==> src/design/conv_macros.svh <==
`ifndef CONV_MACROS_SVH
`define CONV_MACROS_SVH

//////////////////////////////////////////////////
// Stream geometry
//////////////////////////////////////////////////

// Width of one convolution result word
`define CONV_DATA_WIDTH 32

// Taps built in the chain
// Tap 0 is the raw input, the rest hang off line buffers
`define CONV_NUM_TAPS 4

// Cycles between neighbouring taps
`define CONV_LINE_DEPTH 6

//////////////////////////////////////////////////
// Tap indexing
//////////////////////////////////////////////////

// Enough bits to name any tap
`define CONV_TAP_SEL_WIDTH 2

`endif

==> src/design/conv_pkg.sv <==
`include "conv_macros.svh"

package conv_pkg;

	//////////////////////////////////////////////////
	// Stream word
	//////////////////////////////////////////////////

	// Valid sits in bit 0
	// Line buffer gates that bit on unwritten entries
	typedef struct packed {
		logic [`CONV_DATA_WIDTH-1:0] data;
		logic                        valid;
	} stream_word_t;

	//////////////////////////////////////////////////
	// Configuration word
	//////////////////////////////////////////////////

	// CTRL register layout
	typedef struct packed {
		logic [13:0] reserved;
		logic        clear;
		logic        stage_enable;
	} cfg_ctrl_t;

	// TAPS register layout
	typedef struct packed {
		logic [16-`CONV_TAP_SEL_WIDTH-1:0] reserved;
		logic [`CONV_TAP_SEL_WIDTH-1:0]    last_tap;
	} cfg_taps_t;

	// Same 16-bit write word, meaning picked by address
	typedef union packed {
		cfg_ctrl_t ctrl;
		cfg_taps_t taps;
	} cfg_word_u;

	// Register map
	localparam logic CFG_ADDR_CTRL = 1'b0;
	localparam logic CFG_ADDR_TAPS = 1'b1;

endpackage

==> src/design/align_config.sv <==
`timescale 1ns/1ns
`include "conv_macros.svh"

module align_config (
	input  logic                           clk,
	input  logic                           reset,
	input  logic                           cfg_wr,
	input  logic                           cfg_addr,
	input  conv_pkg::cfg_word_u            cfg_wdata,
	output conv_pkg::cfg_word_u            cfg_rdata,
	output logic                           stage_enable,
	output logic [`CONV_TAP_SEL_WIDTH-1:0] last_tap,
	output logic                           clear_pulse
);

	//////////////////////////////////////////////////
	// Write decode
	//////////////////////////////////////////////////

	logic wr_ctrl;
	logic wr_taps;

	assign wr_ctrl = cfg_wr && (cfg_addr == conv_pkg::CFG_ADDR_CTRL);
	assign wr_taps = cfg_wr && (cfg_addr == conv_pkg::CFG_ADDR_TAPS);

	//////////////////////////////////////////////////
	// CTRL register
	//////////////////////////////////////////////////

	// Enable is held, clear bit only fires the pulse
	always_ff @(posedge clk) begin
		if (reset) begin
			stage_enable <= 1'b0;
		end else if (wr_ctrl) begin
			stage_enable <= cfg_wdata.ctrl.stage_enable;
		end
	end

	// One cycle, the cycle after the write
	always_ff @(posedge clk) begin
		if (reset) begin
			clear_pulse <= 1'b0;
		end else begin
			clear_pulse <= wr_ctrl && cfg_wdata.ctrl.clear;
		end
	end

	//////////////////////////////////////////////////
	// TAPS register
	//////////////////////////////////////////////////

	// Deepest tap is the default
	always_ff @(posedge clk) begin
		if (reset) begin
			last_tap <= `CONV_TAP_SEL_WIDTH'(`CONV_NUM_TAPS - 1);
		end else if (wr_taps) begin
			last_tap <= cfg_wdata.taps.last_tap;
		end
	end

	//////////////////////////////////////////////////
	// Readback
	//////////////////////////////////////////////////

	// Reserved bits and clear read as zero
	always_comb begin
		cfg_rdata = '0;
		case (cfg_addr)
			conv_pkg::CFG_ADDR_CTRL: begin
				cfg_rdata.ctrl.stage_enable = stage_enable;
			end
			conv_pkg::CFG_ADDR_TAPS: begin
				cfg_rdata.taps.last_tap = last_tap;
			end
		endcase
	end

endmodule

==> src/design/conv_align_output.sv <==
`timescale 1ns/1ns
`include "conv_macros.svh"

module conv_align_output (
	input  logic                           clk,
	input  logic                           reset,
	input  conv_pkg::stream_word_t         stream_in,
	input  logic                           stage_enable,
	input  logic [`CONV_TAP_SEL_WIDTH-1:0] last_tap,
	input  logic                           clear_pulse,
	output conv_pkg::stream_word_t         stream_out,
	output logic                           locked
);

	localparam int WORD_W = $bits(conv_pkg::stream_word_t);

	//////////////////////////////////////////////////
	// Tap chain
	//////////////////////////////////////////////////

	// Tap k lags the input by k line depths
	conv_pkg::stream_word_t tap [`CONV_NUM_TAPS];

	assign tap[0] = stream_in;

	genvar k;
	generate
		for (k = 1; k < `CONV_NUM_TAPS; k++) begin : g_line
			line_buffer #(
				.DEPTH(`CONV_LINE_DEPTH),
				.WIDTH(WORD_W)
			) u_line_buffer (
				.clk  (clk),
				.reset(reset),
				.din  (tap[k-1]),
				.dout (tap[k])
			);
		end
	endgenerate

	//////////////////////////////////////////////////
	// Lock
	//////////////////////////////////////////////////

	// Last active tap has seen real data
	logic last_tap_valid;

	assign last_tap_valid = tap[last_tap].valid;

	// Drop on clear or disable, set once the deepest tap fills
	always_ff @(posedge clk) begin
		if (reset) begin
			locked <= 1'b0;
		end else if (clear_pulse || !stage_enable) begin
			locked <= 1'b0;
		end else if (last_tap_valid) begin
			locked <= 1'b1;
		end
	end

	//////////////////////////////////////////////////
	// Deepest valid tap select
	//////////////////////////////////////////////////

	logic                           sel_hit;
	logic [`CONV_TAP_SEL_WIDTH-1:0] sel_idx;

	// Ascending scan, later hits override
	// so the deepest valid tap in range wins
	always_comb begin
		sel_hit = 1'b0;
		sel_idx = '0;
		for (int i = 0; i < `CONV_NUM_TAPS; i++) begin
			if ((i <= int'(last_tap)) && tap[i].valid) begin
				sel_hit = 1'b1;
				sel_idx = `CONV_TAP_SEL_WIDTH'(i);
			end
		end
	end

	//////////////////////////////////////////////////
	// Output register
	//////////////////////////////////////////////////

	logic take;

	assign take = locked && sel_hit;

	// Data holds its last value on idle cycles
	always_ff @(posedge clk) begin
		if (reset) begin
			stream_out.valid <= 1'b0;
		end else begin
			stream_out.valid <= take;
			if (take) begin
				stream_out.data <= tap[sel_idx].data;
			end
		end
	end

endmodule

==> src/design/conv_out_stage.sv <==
`timescale 1ns/1ns
`include "conv_macros.svh"

module conv_out_stage (
	input  logic                   clk,
	input  logic                   reset,
	input  conv_pkg::stream_word_t stream_in,
	output conv_pkg::stream_word_t stream_out,
	output logic                   locked,
	input  logic                   cfg_wr,
	input  logic                   cfg_addr,
	input  conv_pkg::cfg_word_u    cfg_wdata,
	output conv_pkg::cfg_word_u    cfg_rdata
);

	//////////////////////////////////////////////////
	// Config to aligner
	//////////////////////////////////////////////////

	logic                           stage_enable;
	logic [`CONV_TAP_SEL_WIDTH-1:0] last_tap;
	logic                           clear_pulse;

	// Register block
	align_config u_align_config (
		.clk         (clk),
		.reset       (reset),
		.cfg_wr      (cfg_wr),
		.cfg_addr    (cfg_addr),
		.cfg_wdata   (cfg_wdata),
		.cfg_rdata   (cfg_rdata),
		.stage_enable(stage_enable),
		.last_tap    (last_tap),
		.clear_pulse (clear_pulse)
	);

	//////////////////////////////////////////////////
	// Stream path
	//////////////////////////////////////////////////

	// Tap chain and output select
	conv_align_output u_conv_align_output (
		.clk         (clk),
		.reset       (reset),
		.stream_in   (stream_in),
		.stage_enable(stage_enable),
		.last_tap    (last_tap),
		.clear_pulse (clear_pulse),
		.stream_out  (stream_out),
		.locked      (locked)
	);

endmodule

==> src/design/line_buffer.sv <==
`timescale 1ns/1ns

module line_buffer #(
	parameter int DEPTH = 6,
	parameter int WIDTH = 33
) (
	input  logic             clk,
	input  logic             reset,
	input  logic [WIDTH-1:0] din,
	output logic [WIDTH-1:0] dout
);

	// Pointer needs at least one bit even for DEPTH 1
	localparam int PTR_W = (DEPTH > 1) ? $clog2(DEPTH) : 1;

	//////////////////////////////////////////////////
	// Storage
	//////////////////////////////////////////////////

	logic [WIDTH-1:0] mem [DEPTH];

	// Slot written since reset
	logic [DEPTH-1:0] filled;

	// Current slot, oldest on read and newest on write
	logic [PTR_W-1:0] ptr;
	logic [PTR_W-1:0] ptr_next;

	logic [WIDTH-1:0] oldest;

	//////////////////////////////////////////////////
	// Pointer
	//////////////////////////////////////////////////

	// Wrap at the last slot
	always_comb begin
		if (ptr == PTR_W'(DEPTH - 1)) begin
			ptr_next = '0;
		end else begin
			ptr_next = ptr + 1'b1;
		end
	end

	always_ff @(posedge clk) begin
		if (reset) begin
			ptr <= '0;
		end else begin
			ptr <= ptr_next;
		end
	end

	//////////////////////////////////////////////////
	// Memory write
	//////////////////////////////////////////////////

	// Written every cycle, no stall
	always_ff @(posedge clk) begin
		mem[ptr] <= din;
	end

	// Fill flags
	always_ff @(posedge clk) begin
		if (reset) begin
			filled <= '0;
		end else begin
			filled[ptr] <= 1'b1;
		end
	end

	//////////////////////////////////////////////////
	// Read side
	//////////////////////////////////////////////////

	// Slot written DEPTH cycles ago
	assign oldest = mem[ptr];

	// Stale content never reads as valid
	// Upper bits pass as they are
	always_comb begin
		dout    = oldest;
		dout[0] = oldest[0] & filled[ptr];
	end

endmodule

==> config.mk <==
export PLATFORM = sky130hd
export DESIGN_NAME = conv_out_stage
export DESIGN_NICKNAME = d
export VERILOG_FILES = /design/src/design/conv_pkg.sv /design/src/design/align_config.sv /design/src/design/conv_align_output.sv /design/src/design/conv_out_stage.sv /design/src/design/line_buffer.sv
export VERILOG_INCLUDE_DIRS = /design/src /design/src/design
export SDC_FILE = /design/constraint.sdc
export NUM_CORES = 1
export LEC_CHECK = 0
export BUFFER_PORTS_ARGS = -buffer_cell sky130_fd_sc_hd__buf_2
export CORE_ASPECT_RATIO = 1.2
export CORE_UTILIZATION = 41
export CTS_CLUSTER_SIZE = 20
export DETAILED_ROUTE_END_ITERATION = 12
export PLACE_DENSITY_LB_ADDON = 0.1
export SYNTH_ARGS = -nofsm -noshare
export SYNTH_HDL_FRONTEND = slang
export SYNTH_HIERARCHICAL = 1
export SYNTH_SLANG_ARGS = --single-unit
==> constraint.sdc <==
create_clock -name clk -period 7.6 [get_ports clk]
set_clock_uncertainty 0.15 [all_clocks]
set_input_delay 0 -clock clk [delete_from_list [all_inputs] [get_ports clk]]
set_output_delay 0 -clock clk [all_outputs]
set_load 0.02 [all_outputs]
* Word-level counts from Yosys, hierarchy flattened
Memory sizes are Yosys's and may differ from the RTL's. A register that Yosys moved wholly into a read port is not among the register bits.
Index checks and enable logic that the tools add are counted.
** Cells by class
- Mux-type cells :: 30
- Reduce and logical (&&, ||, !) cells :: 17
- $lt $le $gt $ge :: 11
- Bitwise operators :: 10
- $add $sub $neg :: 3
- Eq/ne operators :: 3
** Operator list (count)
- 33-bit binary-select mux with 2-bit select :: 2
- 33-bit two-way mux :: 2
- 6-bit bitwise OR :: 3
- 1-bit two-way mux :: 14
- 3-bit by 4-bit less-than comparator with 1-bit output, second input constant :: 3
- 1-bit logical AND :: 10
- 3-bit by 1-bit adder with 3-bit output, second input constant :: 3
- 1-bit binary-select mux with 3-bit select :: 3
- 1-bit demux with 3-bit select :: 3
- 3-bit equality test, second input constant :: 3
- 3-bit by 1-bit >= comparator with 1-bit output, second input constant :: 3
- 3-bit two-way mux :: 3
- 2-bit OR reduction :: 4
- 3-bit >= comparator, second input constant :: 2
- 2-bit NOT with 3-bit output :: 2
- 2-bit <= comparator, first input constant :: 2
- 2-bit two-way mux :: 2
- 1-bit AND :: 3
- 1-bit by 2-bit <= comparator with 1-bit output, first input constant :: 1
- 1-bit NOT :: 2
- 1-bit one-hot mux with 2 select lines :: 1
- 2-bit AND reduction :: 1
- 1-bit zero test :: 1
- 1-bit logical OR :: 1
** Storage, ports and cells
- Logic and storage cells :: 89
- Bits in writable memories :: 594
- Memories :: 3
- Register bits :: 65
** Memories
- u_conv_align_output.g_line[1].u_line_buffer.mem :: words 6, bits a word 33, rd ports 1, clocked after memory_dff 1, write ports 1, RTL line line_buffer.sv:20 : logic [WIDTH-1:0] mem [DEPTH];
- u_conv_align_output.g_line[2].u_line_buffer.mem :: words 6, bits a word 33, rd ports 1, clocked after memory_dff 1, write ports 1, RTL line line_buffer.sv:20
- u_conv_align_output.g_line[3].u_line_buffer.mem :: words 6, bits a word 33, rd ports 1, clocked after memory_dff 1, write ports 1, RTL line line_buffer.sv:20

* Longest topological paths before layout
- Word-level depth :: 11
- Depth in mapped cells :: 11

* Hierarchy
The synthesis kept the hierarchy.
** Modules (own cells, without submodules)
- line_buffer (u_conv_align_output.g_line[1].u_line_buffer ...) :: sequential area each 6125.9 um^2, times used 2, cells each 394, area an instance 7865.0 um^2
- line_buffer (u_conv_align_output.g_line[3].u_line_buffer) :: sequential area each 6125.9 um^2, times used 1, cells each 468, area an instance 7893.8 um^2
- conv_align_output :: sequential area each 1001.0 um^2, times used 1, cells each 207, area an instance 2238.4 um^2
- align_config :: sequential area each 80.1 um^2, times used 1, cells each 31, area an instance 279.0 um^2

* Worst setup path before layout
Ideal clock, no wire load.
- Path type :: flip-flop to flip-flop
- Start point :: reg u_conv_align_output.g_line[2].u_line_buffer.ptr[0]
- End point :: reg, netlist name u_conv_align_output/stream_out[10]
- Slack :: 2.966 ns
- Path buffers :: 4
- Clock period less this slack :: 4.634 ns
- Cell stages (with the launch flop) :: 12
- Arrival :: 4.016 ns
- Required time :: 6.982 ns
- Cells stage by stage :: dfxtp_1 > buf_6 > buf_6 > buf_6 > mux2i_1 > nor3_1 > o32a_1 > buf_2 > nor2_1 > nor2_1 > a211oi_1 > nor3b_1
** RTL lines
- from (decl) :: RTL line line_buffer.sv:26 : logic [PTR_W-1:0] ptr;
- from (signal assigned) :: RTL line line_buffer.sv:48 : ptr <= ptr_next;

==> impl_metrics.tcl <==
set metrics [dict create \
    min_period_over_period_pct 59.3 \
    fin_nets 1672 \
    endpoint_kind "flop" \
    clk_latency_ns 0.60 \
    worst_path_max_delay_cell "sky130_fd_sc_hd__o21ai_4" \
    cp_common_cell "sky130_fd_sc_hd__o21ai_1" \
    core_occupancy_in_the_finished_layout_pct 46.9 \
    final-setup-viol-count 0 \
    vdd.ir_drop.worst_v 0.000156 \
    timing.hold.ws_ns 0.0832 \
    clock_tree_root_driver_cell "sky130_fd_sc_hd__clkbuf_16" \
    cp_num_buf_inv 1 \
    number_of_buffers_added_by_the_clock_tree_synthesis_step 68 \
    number_of_buffers_between_clock_root_and_the_deepest_sink 3 \
    post-route-drc-count 0 \
    globalRouteTotalUtil_pct 18.8 \
    finalSetupTns_ns 0 \
    cts_h_tree_lvls 3 \
    ff_latch_area_um2 19500 \
    share_of_flip_flops_with_an_asynchronous_set_or_reset_pct 0 \
    grt_remaining_overflow 0 \
    timing.hold.worst.class "in2reg" \
    final_period_minus_worst_setup_slack_ns 4.50 \
    antenna_violations_before_repair 0 \
    placedCellCount 2323 \
    pwr_density_cell_nw_per_um2 293 \
    multi_input_area_um2 6040 \
    via_count 13500 \
    max_cap_viol_count 0 \
    place.detailed.hpwl_um 34200 \
    crit_chain "buf_4 > mux2i_1 > nor2_1 > a211oi_2 > o21ai_1 > and2_4 > o21ai_4 > o221ai_1 > o21ai_1" \
    layout_overhead_on_the_synthesized_area_pct 13.2 \
    postSynthAreaPerCell_um2 17.5 \
    grt_pass1_wl_um 89500 \
    core-area_um2 63200 \
    post_cts.repair.setup_buffers 0 \
    yosys_warnings 6 \
    die_y_um 279 \
    p_leak_nw 9.94 \
    worst_slack_ns 3.10 \
    buffer_ports.inserted 74 \
    run_status "complete, no violations" \
    cts.sink_count 659 \
    finish.cell_count_without_fillers 2486 \
    maximum_achievable_frequency_mhz 222 \
    syn_std_cell_area_um2 26100 \
    fill_cells 5437 \
    drtPass1Iterations 5 \
    final_area_um2 29600 \
    final-max-slew-violation-count 0 \
    via_per_inst 5.44 \
    edff_count_synth 626 \
    gp_routability_congestion 0.753 \
    design_power_total_mw 8.68 \
    x_dimension_of_the_die_um 233 \
    hold_violation_count_in_the_final_report 0 \
    placed_cell_area_um2 27200 \
    i_o_pin_count 103 \
    starting_density_of_the_core_pct 41.4 \
    grt_util_met2_pct 30.8 \
    via_count_of_the_first_global_routing_pass 13900 \
    placement_rows 101 \
    worstPathRequired_ns 7.84 \
    grtUsageMet3_pct 2.37 \
    clk_transition_reported_paths_ns 0.06 \
    detail-route-antenna-nets 0 \
    gr-usage-met1_pct 26.0 \
    detailedPlace.worstSlack_ns 3.01 \
    timing.setup.critical_path_class "reg2reg" \
    dr.first_iter.drc_count 1211 \
    worst_path_dominant_cell_family "compound AO/OA/AOI/OAI gates" \
    synth_cells 1494 \
    postSynthRegisterBits 659 \
    tightestPinTransition_ns 1.37 \
    post_synth_num_cell_types 57 \
    total_wirelength_of_the_detailed_routed_design_um 60000 \
    yosys_most_used_dff "sky130_fd_sc_hd__edfxtp_1" \
    worst-endpoint-arrival_ns 4.75 \
    critical_path_peak_fanout 33 \
    grt_setup_unrepaired "false" \
    maxSlewHeadroom_pct 8.60 \
    yosysSeqAreaShare_pct 74.4 \
    grt_start_max_net_pins 58 \
    slowest_delay_ns 1.09 \
    layout-drive-gt1-share_pct 19.4 \
    critical_path.startpoint_type "flop" \
    floorplan.die_area_um2 64800 \
    drt-wirelength-per-cell_um 24.1 \
    busiest_layer "met2" \
    cts_tree "done" \
]
==> cell usage in the layout (no fill, tap or decap), types with 5 or more instances in the layout <==
cell	n
sky130_fd_sc_hd__nor2_1	68
sky130_fd_sc_hd__a21oi_1	61
sky130_fd_sc_hd__a22o_1	27
sky130_fd_sc_hd__o21ai_1	113
sky130_fd_sc_hd__clkbuf_16	68
sky130_fd_sc_hd__conb_1	14
sky130_fd_sc_hd__ha_1	6
sky130_fd_sc_hd__o221ai_1	23
sky130_fd_sc_hd__edfxtp_1	626
sky130_fd_sc_hd__nand2_1	74
sky130_fd_sc_hd__o221ai_2	14
sky130_fd_sc_hd__dlygate4sd3_1	44
sky130_fd_sc_hd__o21ai_2	10
sky130_fd_sc_hd__inv_2	5
sky130_fd_sc_hd__clkinv_1	16
sky130_fd_sc_hd__inv_6	5
sky130_fd_sc_hd__a22oi_1	37
sky130_fd_sc_hd__buf_4	29
sky130_fd_sc_hd__dfxtp_1	26
sky130_fd_sc_hd__mux2i_1	105
sky130_fd_sc_hd__mux2_2	6
sky130_fd_sc_hd__dfxtp_2	5
sky130_fd_sc_hd__clkinv_2	6
sky130_fd_sc_hd__o21ba_1	6
sky130_fd_sc_hd__and3_1	33
sky130_fd_sc_hd__nor3_1	7
sky130_fd_sc_hd__buf_2	74
sky130_fd_sc_hd__and3_2	6
sky130_fd_sc_hd__clkbuf_1	17
sky130_fd_sc_hd__mux4_2	65
==> kinds of logic (layout without fill, tap and decap cells) <==
| logic type | count (synthesis) | count (layout) | share of synthesized area (%) |
|---|---|---|---|
| compound gates | 311 | 311 | 8.12 |
| fa+ha+maj | 6 | 6 | 0.287 |
| buf+inv | 118 | 272 | 2.95 |
| flops | 659 | 659 | 74.4 |
| mux | 179 | 179 | 10.0 |
| other cells | 1 | 15 | 0.0143 |
| simple gates | 220 | 220 | 4.17 |
==> final timing paths <==
| path | from | endpoint | slack, ns | cells past startpoint |
|---|---|---|---|---|
| max | flop | u_conv_align_output/stream_out[31] | 3.10 | 9 |
| min | stream_in[20] | flop | 0.08 | 2 |
| max reg2reg | flop | u_conv_align_output/stream_out[31] | 3.10 | 9 |
| min reg2reg | u_align_config/clear_pulse | u_conv_align_output/locked | 0.25 | 1 |
==> metal layers <==
metal / wire length, um / up-vias
met5: 0 / -
met4: 1420 / 0
met3: 2340 / 88
met2: 29300 / 285
met1: 27000 / 6979
li1: - / 6164
==> sequential cells by signal, indices dropped and copies added (netlist names) <==
name                                             flops
u_align_config/clear_pulse                           1
u_align_config/last_tap                              2
u_align_config/stage_enable                          1
u_conv_align_output/g_line.u_line_buffer/filled     18
u_conv_align_output/g_line.u_line_buffer/mem       594
u_conv_align_output/g_line.u_line_buffer/ptr         9
u_conv_align_output/locked                           1
u_conv_align_output/stream_out                      33
==> worst reg2reg max path: stages (launching register included) <==
cell,delay (ns)
sky130_fd_sc_hd__dfxtp_2,0.80
sky130_fd_sc_hd__buf_4,0.54
sky130_fd_sc_hd__mux2i_1,0.24
sky130_fd_sc_hd__nor2_1,0.07
sky130_fd_sc_hd__a211oi_2,0.17
sky130_fd_sc_hd__o21ai_1,0.17
sky130_fd_sc_hd__and2_4,0.34
sky130_fd_sc_hd__o21ai_4,1.09
sky130_fd_sc_hd__o221ai_1,0.45
sky130_fd_sc_hd__o21ai_1,0.28
==> cell type report <==
| cell class | count | area share, % |
|---|---|---|
| Antenna cell | 1 | 0.00845 |
| Inverter | 7 | 0.0888 |
| Clock inverter | 32 | 0.761 |
| Clock buffer | 86 | 6.01 |
| Timing Repair Buffer | 147 | 3.47 |
| Multi-Input combinational cell | 730 | 20.4 |
| Tap cell | 824 | 3.48 |
| Sequential cell | 659 | 65.8 |
==> timing repair <==
action,CTS,global route
hold endpoints to repair,266,0
gates resized for setup,0,0
setup endpoints to repair,0,0
hold buffers,44,0
==> power by group <==
group | switching [mW] | leakage (nW) | internal (mW)
Clock | 1.34 | 0.972 | 1.73
Combinational | 0.726 | 2.90 | 0.366
Sequential | 0.0980 | 6.06 | 4.42
Total | 2.16 | 9.94 | 6.51
==> synth_stat cells, types with 8 or more instances <==
| cell type | count | area share (%) |
|---|---|---|
| sky130_fd_sc_hd__buf_4 | 26 | 0.75 |
| sky130_fd_sc_hd__clkbuf_1 | 25 | 0.36 |
| sky130_fd_sc_hd__buf_2 | 32 | 0.61 |
| sky130_fd_sc_hd__a21oi_1 | 61 | 1.2 |
| sky130_fd_sc_hd__buf_6 | 22 | 0.95 |
| sky130_fd_sc_hd__o21ai_2 | 11 | 0.37 |
| sky130_fd_sc_hd__mux2i_1 | 105 | 4.0 |
| sky130_fd_sc_hd__dfxtp_1 | 33 | 2.5 |
| sky130_fd_sc_hd__edfxtp_1 | 626 | 72 |
| sky130_fd_sc_hd__nand2_1 | 74 | 1.1 |
| sky130_fd_sc_hd__o221ai_2 | 14 | 0.80 |
| sky130_fd_sc_hd__nor3_1 | 8 | 0.15 |
| sky130_fd_sc_hd__a22oi_1 | 37 | 1.1 |
| sky130_fd_sc_hd__a22o_1 | 27 | 0.90 |
| sky130_fd_sc_hd__o21ai_1 | 113 | 2.2 |
| sky130_fd_sc_hd__o221ai_1 | 23 | 0.77 |
| sky130_fd_sc_hd__and3_1 | 39 | 0.93 |
| sky130_fd_sc_hd__nor2_1 | 68 | 0.98 |
| sky130_fd_sc_hd__mux4_2 | 65 | 5.6 |
(Power assumes the default switching activity.)
